==> src/hw/if_pkg.sv <==
//////////////////////////////
// Shared definitions for the instruction fetch stage
// Address widths, next-PC source encoding and the fetched-word record
// Imported by wildcard in the header of every RTL module
//////////////////////////////

`default_nettype none

package if_pkg;

  //////////////////////////////
  // Widths
  //////////////////////////////

  // Address and instruction width of the core
  parameter int XLEN = 32;

  // Upper part of mtvec that holds the trap base
  // The low 7 bits of a trap address come from the vector index
  parameter int MTVEC_W = 25;

  // Interrupt id used for vectored trap entry
  parameter int IRQ_ID_W = 5;

  //////////////////////////////
  // Next-PC source
  //////////////////////////////

  // Driven by the controller together with pc_set
  typedef enum logic [2:0] {
    PC_BOOT     = 3'd0,
    PC_JUMP     = 3'd1,
    PC_BRANCH   = 3'd2,
    PC_MRET     = 3'd3,
    PC_TRAP_EXC = 3'd4,
    PC_TRAP_IRQ = 3'd5
  } pc_mux_e;

  // One fetched word as it leaves the prefetch buffer
  // 65 bits, address in the top bits and error flag in bit 0
  typedef struct packed {
    logic [XLEN-1:0] addr;
    logic [XLEN-1:0] instr;
    logic            err;
  } fetch_entry_t;

endpackage

`default_nettype wire

==> src/hw/pc_select.sv <==
//////////////////////////////
// Next fetch address selection
// Purely combinational, sampled by the prefetcher on pc_set
// Also raises the mtvec init request on a boot redirect
//////////////////////////////

`timescale 1ns/1ps
`default_nettype none

module pc_select import if_pkg::*; (
  // Source select from the controller
  input  pc_mux_e             pc_mux_i,
  input  logic                pc_set_i,
  // Candidate targets
  input  logic [XLEN-1:0]     boot_addr_i,
  input  logic [XLEN-1:0]     jump_target_i,
  input  logic [XLEN-1:0]     branch_target_i,
  input  logic [XLEN-1:0]     mepc_i,
  input  logic [MTVEC_W-1:0]  mtvec_addr_i,
  input  logic [IRQ_ID_W-1:0] irq_id_i,
  // Selected address and CSR side effect
  output logic [XLEN-1:0]     branch_addr_o,
  output logic                csr_mtvec_init_o
);

  always_comb begin
    // Boot address is word aligned here already
    branch_addr_o = {boot_addr_i[XLEN-1:2], 2'b00};
    case (pc_mux_i)
      PC_BOOT:     branch_addr_o = {boot_addr_i[XLEN-1:2], 2'b00};
      PC_JUMP:     branch_addr_o = jump_target_i;
      PC_BRANCH:   branch_addr_o = branch_target_i;
      // Return from trap handler
      PC_MRET:     branch_addr_o = mepc_i;
      // All exceptions share the trap base
      PC_TRAP_EXC: branch_addr_o = {mtvec_addr_i, {(XLEN - MTVEC_W){1'b0}}};
      // Interrupts are vectored, one word per id
      PC_TRAP_IRQ: branch_addr_o = {mtvec_addr_i, irq_id_i, 2'b00};
      default:     branch_addr_o = {boot_addr_i[XLEN-1:2], 2'b00};
    endcase
  end

  // CSR file loads mtvec from the boot address on the boot jump
  assign csr_mtvec_init_o = pc_set_i && (pc_mux_i == PC_BOOT);

endmodule

`default_nettype wire

==> src/hw/fetch_fifo.sv <==
//////////////////////////////
// Small synchronous FIFO for the fetch path
// Payload type is a parameter, used for addresses and fetched words
// Push and pop may share a cycle, flush empties it in one edge
//////////////////////////////

`timescale 1ns/1ps
`default_nettype none

module fetch_fifo import if_pkg::*; #(
  // Power of two, at least 2
  parameter int  DEPTH   = 2,
  parameter type entry_t = fetch_entry_t
) (
  input  logic                       clk,
  input  logic                       rst_n,
  input  logic                       flush_i,
  input  logic                       push_i,
  input  entry_t                     push_data_i,
  input  logic                       pop_i,
  output entry_t                     pop_data_o,
  output logic                       empty_o,
  output logic [$clog2(DEPTH+1)-1:0] count_o
);

  localparam int PTR_W = $clog2(DEPTH);
  localparam int CNT_W = $clog2(DEPTH + 1);

  entry_t           mem_q [DEPTH];
  logic [PTR_W-1:0] rd_ptr_q;
  logic [PTR_W-1:0] wr_ptr_q;
  logic [CNT_W-1:0] count_q;
  logic             full;
  logic             do_push;
  logic             do_pop;

  assign full    = (count_q == CNT_W'(DEPTH));
  // Pop on empty is ignored, push on full only when a slot frees up
  assign do_pop  = pop_i && (count_q != '0);
  assign do_push = push_i && (!full || do_pop);

  // Storage
  always_ff @(posedge clk) begin
    if (do_push) begin
      mem_q[wr_ptr_q] <= push_data_i;
    end
  end

  // Pointers wrap naturally since DEPTH is a power of two
  always_ff @(posedge clk or negedge rst_n) begin
    if (!rst_n) begin
      rd_ptr_q <= '0;
      wr_ptr_q <= '0;
      count_q  <= '0;
    end else if (flush_i) begin
      rd_ptr_q <= '0;
      wr_ptr_q <= '0;
      count_q  <= '0;
    end else begin
      if (do_push) wr_ptr_q <= wr_ptr_q + PTR_W'(1);
      if (do_pop)  rd_ptr_q <= rd_ptr_q + PTR_W'(1);
      if (do_push && !do_pop) begin
        count_q <= count_q + CNT_W'(1);
      end else if (do_pop && !do_push) begin
        count_q <= count_q - CNT_W'(1);
      end
    end
  end

  // Head of the queue, valid only when not empty
  assign pop_data_o = mem_q[rd_ptr_q];
  assign empty_o    = (count_q == '0);
  assign count_o    = count_q;

endmodule

`default_nettype wire

==> src/hw/prefetch_unit.sv <==
//////////////////////////////
// Instruction prefetcher on an OBI style bus
// Issues pipelined word requests, tracks outstanding ones and
// buffers the returned words for the IF/ID register
//////////////////////////////

`timescale 1ns/1ps
`default_nettype none

module prefetch_unit import if_pkg::*; #(
  parameter int FIFO_DEPTH = 2
) (
  input  logic            clk,
  input  logic            rst_n,
  // Redirect and flush
  input  logic            pc_set_i,
  input  logic [XLEN-1:0] branch_addr_i,
  input  logic            kill_i,
  // OBI instruction bus
  output logic            instr_req_o,
  output logic [XLEN-1:0] instr_addr_o,
  input  logic            instr_gnt_i,
  input  logic            instr_rvalid_i,
  input  logic [XLEN-1:0] instr_rdata_i,
  input  logic            instr_err_i,
  // Toward the IF/ID register
  output logic            fetch_valid_o,
  output fetch_entry_t    fetch_entry_o,
  input  logic            fetch_ready_i,
  output logic            busy_o
);

  localparam int CNT_W = $clog2(FIFO_DEPTH + 1);

  logic             active_q;
  logic [XLEN-1:0]  fetch_addr_q;
  logic [CNT_W-1:0] discard_q;
  logic [CNT_W-1:0] discard_d;
  logic [CNT_W:0]   inflight_sum;
  logic [CNT_W+1:0] used_slots;
  logic             redirect;
  logic             grant;
  logic             resp_drop;
  logic             resp_keep;
  logic [XLEN-1:0]  resp_addr;
  logic             aq_empty;
  logic [CNT_W-1:0] aq_count;
  fetch_entry_t     resp_entry;
  logic             wb_empty;
  logic [CNT_W-1:0] wb_count;

  //////////////////////////////
  // Request issue
  //////////////////////////////

  assign redirect = pc_set_i || kill_i;

  // Outstanding (kept and dropped) plus buffered words bound the issue
  assign used_slots = (CNT_W+2)'(aq_count) + (CNT_W+2)'(discard_q) + (CNT_W+2)'(wb_count);

  // Nothing is fetched before the first redirect out of reset
  assign instr_req_o  = active_q && (used_slots < (CNT_W+2)'(FIFO_DEPTH));
  assign instr_addr_o = fetch_addr_q;
  assign grant        = instr_req_o && instr_gnt_i;

  always_ff @(posedge clk or negedge rst_n) begin
    if (!rst_n) begin
      active_q     <= 1'b0;
      fetch_addr_q <= '0;
    end else if (pc_set_i) begin
      active_q     <= 1'b1;
      fetch_addr_q <= {branch_addr_i[XLEN-1:2], 2'b00};
    end else if (grant) begin
      // Next sequential word
      fetch_addr_q <= fetch_addr_q + XLEN'(4);
    end
  end

  //////////////////////////////
  // Response tracking
  //////////////////////////////

  // Responses to requests issued before a redirect are thrown away
  assign resp_drop = instr_rvalid_i && (discard_q != '0);
  assign resp_keep = instr_rvalid_i && (discard_q == '0) && !aq_empty;

  // Everything still in flight after this edge becomes stale on a redirect
  assign inflight_sum = (CNT_W+1)'(discard_q) + (CNT_W+1)'(aq_count)
                      + (CNT_W+1)'(grant) - (CNT_W+1)'(instr_rvalid_i);

  always_comb begin
    discard_d = discard_q;
    if (redirect) begin
      discard_d = inflight_sum[CNT_W-1:0];
    end else if (resp_drop) begin
      discard_d = discard_q - CNT_W'(1);
    end
  end

  always_ff @(posedge clk or negedge rst_n) begin
    if (!rst_n) begin
      discard_q <= '0;
    end else begin
      discard_q <= discard_d;
    end
  end

  // Addresses of requests whose response is still to be kept
  fetch_fifo #(
    .DEPTH   (FIFO_DEPTH),
    .entry_t (logic [XLEN-1:0])
  ) addr_queue_i (
    .clk         (clk),
    .rst_n       (rst_n),
    .flush_i     (redirect),
    .push_i      (grant),
    .push_data_i (fetch_addr_q),
    .pop_i       (resp_keep),
    .pop_data_o  (resp_addr),
    .empty_o     (aq_empty),
    .count_o     (aq_count)
  );

  //////////////////////////////
  // Word buffer
  //////////////////////////////

  assign resp_entry = '{addr: resp_addr, instr: instr_rdata_i, err: instr_err_i};

  fetch_fifo #(
    .DEPTH   (FIFO_DEPTH),
    .entry_t (fetch_entry_t)
  ) word_buf_i (
    .clk         (clk),
    .rst_n       (rst_n),
    .flush_i     (redirect),
    .push_i      (resp_keep),
    .push_data_i (resp_entry),
    .pop_i       (fetch_ready_i && !wb_empty),
    .pop_data_o  (fetch_entry_o),
    .empty_o     (wb_empty),
    .count_o     (wb_count)
  );

  assign fetch_valid_o = !wb_empty;
  // Busy while any bus transaction is in flight
  assign busy_o        = !aq_empty || (discard_q != '0);

endmodule

`default_nettype wire

==> src/hw/if_id_register.sv <==
//////////////////////////////
// IF/ID pipeline register
// Valid/ready hand-off to decode, frozen under back-pressure
// Intake blocked while halted, contents dropped on kill
//////////////////////////////

`timescale 1ns/1ps
`default_nettype none

module if_id_register import if_pkg::*; (
  input  logic            clk,
  input  logic            rst_n,
  // From the prefetch buffer
  input  logic            fetch_valid_i,
  input  fetch_entry_t    fetch_entry_i,
  output logic            fetch_ready_o,
  // Stage controls
  input  logic            kill_i,
  input  logic            halt_i,
  // Toward decode
  output logic            id_valid_o,
  input  logic            id_ready_i,
  output logic [XLEN-1:0] id_pc_o,
  output logic [XLEN-1:0] id_instr_o,
  output logic            id_bus_err_o
);

  logic take;

  // Room when empty or when decode takes the current word this cycle
  assign fetch_ready_o = !kill_i && !halt_i && (!id_valid_o || id_ready_i);
  assign take          = fetch_valid_i && fetch_ready_o;

  //////////////////////////////
  // Valid flag
  //////////////////////////////

  always_ff @(posedge clk or negedge rst_n) begin
    if (!rst_n) begin
      id_valid_o <= 1'b0;
    end else if (kill_i) begin
      id_valid_o <= 1'b0;
    end else if (take) begin
      id_valid_o <= 1'b1;
    end else if (id_ready_i) begin
      // Word consumed, nothing new behind it
      id_valid_o <= 1'b0;
    end
  end

  // Payload only moves on intake, so it holds while stalled
  always_ff @(posedge clk) begin
    if (take) begin
      id_pc_o      <= fetch_entry_i.addr;
      id_instr_o   <= fetch_entry_i.instr;
      id_bus_err_o <= fetch_entry_i.err;
    end
  end

endmodule

`default_nettype wire

==> src/hw/if_stage.sv <==
//////////////////////////////
// Instruction fetch stage top level
// Address select, prefetcher on the OBI bus and IF/ID register
// FIFO_DEPTH sets the word buffer and the request window
//////////////////////////////

`timescale 1ns/1ps
`default_nettype none

module if_stage import if_pkg::*; #(
  parameter int FIFO_DEPTH = 2
) (
  input  logic                clk,
  input  logic                rst_n,
  // Redirect request and targets
  input  pc_mux_e             pc_mux_i,
  input  logic                pc_set_i,
  input  logic [XLEN-1:0]     boot_addr_i,
  input  logic [XLEN-1:0]     jump_target_i,
  input  logic [XLEN-1:0]     branch_target_i,
  input  logic [XLEN-1:0]     mepc_i,
  input  logic [MTVEC_W-1:0]  mtvec_addr_i,
  input  logic [IRQ_ID_W-1:0] irq_id_i,
  // Stage controls
  input  logic                kill_if_i,
  input  logic                halt_if_i,
  // OBI instruction bus
  output logic                instr_req_o,
  output logic [XLEN-1:0]     instr_addr_o,
  input  logic                instr_gnt_i,
  input  logic                instr_rvalid_i,
  input  logic [XLEN-1:0]     instr_rdata_i,
  input  logic                instr_err_i,
  // Decode side
  output logic                id_valid_o,
  input  logic                id_ready_i,
  output logic [XLEN-1:0]     id_pc_o,
  output logic [XLEN-1:0]     id_instr_o,
  output logic                id_bus_err_o,
  // Status
  output logic                if_busy_o,
  output logic                csr_mtvec_init_o
);

  logic [XLEN-1:0] branch_addr;
  logic            fetch_valid;
  logic            fetch_ready;
  fetch_entry_t    fetch_entry;

  pc_select pc_select_i (
    .pc_mux_i         (pc_mux_i),
    .pc_set_i         (pc_set_i),
    .boot_addr_i      (boot_addr_i),
    .jump_target_i    (jump_target_i),
    .branch_target_i  (branch_target_i),
    .mepc_i           (mepc_i),
    .mtvec_addr_i     (mtvec_addr_i),
    .irq_id_i         (irq_id_i),
    .branch_addr_o    (branch_addr),
    .csr_mtvec_init_o (csr_mtvec_init_o)
  );

  // Kill also drops buffered and in-flight words
  prefetch_unit #(
    .FIFO_DEPTH (FIFO_DEPTH)
  ) prefetch_unit_i (
    .clk            (clk),
    .rst_n          (rst_n),
    .pc_set_i       (pc_set_i),
    .branch_addr_i  (branch_addr),
    .kill_i         (kill_if_i),
    .instr_req_o    (instr_req_o),
    .instr_addr_o   (instr_addr_o),
    .instr_gnt_i    (instr_gnt_i),
    .instr_rvalid_i (instr_rvalid_i),
    .instr_rdata_i  (instr_rdata_i),
    .instr_err_i    (instr_err_i),
    .fetch_valid_o  (fetch_valid),
    .fetch_entry_o  (fetch_entry),
    .fetch_ready_i  (fetch_ready),
    .busy_o         (if_busy_o)
  );

  if_id_register if_id_register_i (
    .clk           (clk),
    .rst_n         (rst_n),
    .fetch_valid_i (fetch_valid),
    .fetch_entry_i (fetch_entry),
    .fetch_ready_o (fetch_ready),
    .kill_i        (kill_if_i),
    .halt_i        (halt_if_i),
    .id_valid_o    (id_valid_o),
    .id_ready_i    (id_ready_i),
    .id_pc_o       (id_pc_o),
    .id_instr_o    (id_instr_o),
    .id_bus_err_o  (id_bus_err_o)
  );

endmodule

`default_nettype wire

==> config.mk <==
export PLATFORM = sky130hd
export DESIGN_NAME = if_stage
export DESIGN_NICKNAME = d
export VERILOG_FILES = /design/src/hw/if_pkg.sv /design/src/hw/pc_select.sv /design/src/hw/fetch_fifo.sv /design/src/hw/prefetch_unit.sv /design/src/hw/if_id_register.sv /design/src/hw/if_stage.sv
export SDC_FILE = /design/constraint.sdc
export NUM_CORES = 1
export LEC_CHECK = 0
export BUFFER_PORTS_ARGS = -buffer_cell sky130_fd_sc_hd__clkbuf_2
export CAP_MARGIN = 20
export CORE_MARGIN = 3
export CORE_UTILIZATION = 35
export CTS_BUF_LIST = sky130_fd_sc_hd__clkbuf_8
export DETAILED_ROUTE_END_ITERATION = 16
export GPL_ROUTABILITY_DRIVEN = 0
export PLACE_DENSITY = 0.66
export SYNTH_ARGS = -nofsm -noshare
export SYNTH_HDL_FRONTEND = slang
export SYNTH_HIERARCHICAL = 1
export SYNTH_SLANG_ARGS = --single-unit
==> constraint.sdc <==
create_clock -name clk -period 5.6 [get_ports clk]
set_clock_uncertainty 0.2 [all_clocks]
set_input_delay 1.68 -clock clk [delete_from_list [all_inputs] [get_ports clk]]
set_output_delay 1.68 -clock clk [all_outputs]
set_load 0.03 [all_outputs]
==> metrics.md <==
| Metric | Value |
|---|---|
| Period Utilization, post-route | 87.3% |
| Post-CTS setup buffer count | 0 |
| TritonCTS Buffers | 49 |
| TritonRoute pass-1 iters | 5 |
| Most frequent CP cell | fa_1 |
| Max Cap Viol | 0 |
| Setup Viol. Count Final | 0 |
| TritonCTS clock tree | yes |
| I/O pins | 303 |
| Via count | 8,750 |
| Mapped cell area | 13,600 µm² |
| Drt initial violations | 422 |
| CP Depth | 8 |
| CTS HTree Levels | 2 |
| Status | finished, final reports clean |
| Critical Path Start | prefetch_unit_i/addr_queue_i/count_o[0] |
| Beginning of the worst register-to-register path | prefetch_unit_i/addr_queue_i/count_o[0] |
| Mapped Cells | 914 |
| Clock Tree Root | clkbuf_8 |
| Area grow syn2layout | 21.6% |
| Req. time, crit path | 3720 ps |
| Slowest cell delay on critical path | around 520 ps |
| Share of cells above drive strength 1 | around two fifths |
| Min-Delay Path Class | reg2reg |
| Setup TNS | 0 ps |
| Worst skew pair latency | 570 ps |
| Count of final max-slew check failures | 0 |
| Vias in the first global route | 9,108 |
| Grt ovf | 0 |
| Setup slack after placement | 1030 ps |
| Worst-Margin Slew | just over 1000 ps |
| Placed Area | 15,500 µm² |
| Crit-path leading delay family | adder cells |
| Crit Path Class | reg2out |
| Final hold vios | 0 |
| Drt drc | 0 |
| Final wirelength | between 30 and 40 mm |
| Power Density | between 300 and 400 nW/µm² |
| R2R depth | 10 |
| Port bufs | 292 |
| Final #Nets | 1,430 |
| Mean Syn Cell Area | 14.9 µm² |
| Antenna Nets Post-Route | 0 |
| Die height | 203 µm |
| Minimum clock period | 4890 ps |
| Avg WL per Cell | 19.0 µm |
| CTS sink cnt | roughly 300 |
| Synth warn | 6 |
| Crit path DAT | 3010 ps |
| Via density | 4.94 |
| Pwr Total | 5.42 mW |
| Slowest CP cell | fa_1 |
| CTS max path bufs | 3 |
| Worst Path Buf+Inv | 3 |
| Row count | between 70 and 80 |
| Crit. End Element | output pin |
| Final setup margin | 711 ps |
| Tot GR Track Use | 15.8% |
| Critical Path Start Type | register |
| Pleak | around 6.3 nW |
| Worst VDD drop | 144 µV |
| Max Fanout on Critical Path | 23 |
| RSZ-0062 raised after global routing | no |
| Die Span X | just over 200 µm |
| Post-cts hold buffer count | 0 |
| End of the worst register-to-register path | prefetch_unit_i/addr_queue_i/mem_q[1][20] |
| Largest net degree at the start of global routing | 71 |
| Core area | between 30,000 and 40,000 µm² |
| Critical Path End | instr_req_o |
| Starting Density | 35.8% |
| Worst hold margin | about 260 ps |
| Post-detail-place hpwl | 23.8 mm |
| Worst path cell trace | ha_1 -> fa_1 -> inv_1 -> fa_1 -> a31oi_2 -> buf_4 -> nor2_1 -> clkbuf_2 |
| Setup slack, reg-to-reg | 1110 ps |
| Post-cts resize count | 0 |
| Antenna violations before repair | 4 |
| CTS clk-pin slew, worst paths | 60 ps |
| Die ar. | 41,300 µm² |
| Fin area | 16,600 µm² |
| Rel. slew slack | 31.1% |
| Fmax | 0.205 GHz |
| First-pass GRT wire length | 50.7 mm |
## cells in the final DEF, fill, tap and decap left out, types with 26 or more instances in the layout
cell type  instances
a211o_1           26
clkbuf_2         292
clkbuf_8          51
dfrtp_1           41
edfxtp_1         259
inv_1             31
mux2_2            59
mux2_4            41
nand2_1           96
nor4b_1           29
## layer usage
layer	track usage, %	part of all wire [%]	vias to the layer above
li1	-	-	4110
met1	19.0	40	4193
met2	26.5	48	356
met3	3.75	7.0	91
met4	8.51	5.1	0
met5	0	0	-
## area by class of cell
type / count / area (µm²)
diodes: 4 / 10.0
clock buffers: 51 / 702
clock inverters: 39 / 294
fillers: 3538 / 21500
inverters: 20 / 75.1
multi-input cells: 538 / 4390
flip-flops and latches: 301 / 8830
well taps: 511 / 639
repair buffers: 309 / 1620
## state kept, by name, indices dropped and copies added (netlist names), 2 cells and up
| signal | cells |
|---|---|
| prefetch_unit_i/discard_q | 2 |
| if_id_register_i/id_pc_o | 32 |
| prefetch_unit_i/addr_queue_i/mem_q | 64 |
| prefetch_unit_i/addr_queue_i/count_o | 2 |
| prefetch_unit_i/word_buf_i/mem_q | 130 |
| prefetch_unit_i/word_buf_i/count_o | 2 |
| if_id_register_i/id_instr_o | 32 |
| prefetch_unit_i/instr_addr_o | 30 |
## where the power goes
| part | switching, mW | internal (mW) |
|---|---|---|
| combinational | 0.458 | 0.295 |
| sequential | 0.119 | 2.62 |
| clock | 0.849 | 1.08 |
| total | 1.43 | 3.99 |
## worst register-to-register path, cell delays in order, from the launching register on
cell and delay [ps]:
dfrtp_1 460, ha_1 230, fa_1 520, inv_1 70, fa_1 510, and2_1 190
nand3_1 230, or2_2 440, inv_1 250, o21ai_2 170, nor2_4 830
## stage by stage
stage          cells  util [%]
4_1_cts         1767      43.4
3_3_place_gp    1677      40.8
6_report        1773      43.6
5_1_grt         1773      43.6
2_1_floorplan    919         -
3_5_place_dp    1677      40.8
## worst min path at each step
stage                                   from                  endpoint  slack (ps)  depth (start not counted)
CTS                 prefetch_unit_i/active_q  prefetch_unit_i/active_q         270                          1
global placement    prefetch_unit_i/active_q  prefetch_unit_i/active_q         250                          1
global route        prefetch_unit_i/active_q  prefetch_unit_i/active_q         310                          1
floorplan           prefetch_unit_i/active_q  prefetch_unit_i/active_q         230                          1
finish              prefetch_unit_i/active_q  prefetch_unit_i/active_q         260                          1
detailed placement  prefetch_unit_i/active_q  prefetch_unit_i/active_q         250                          1
No activity file was read; power rests on OpenSTA's default activity.
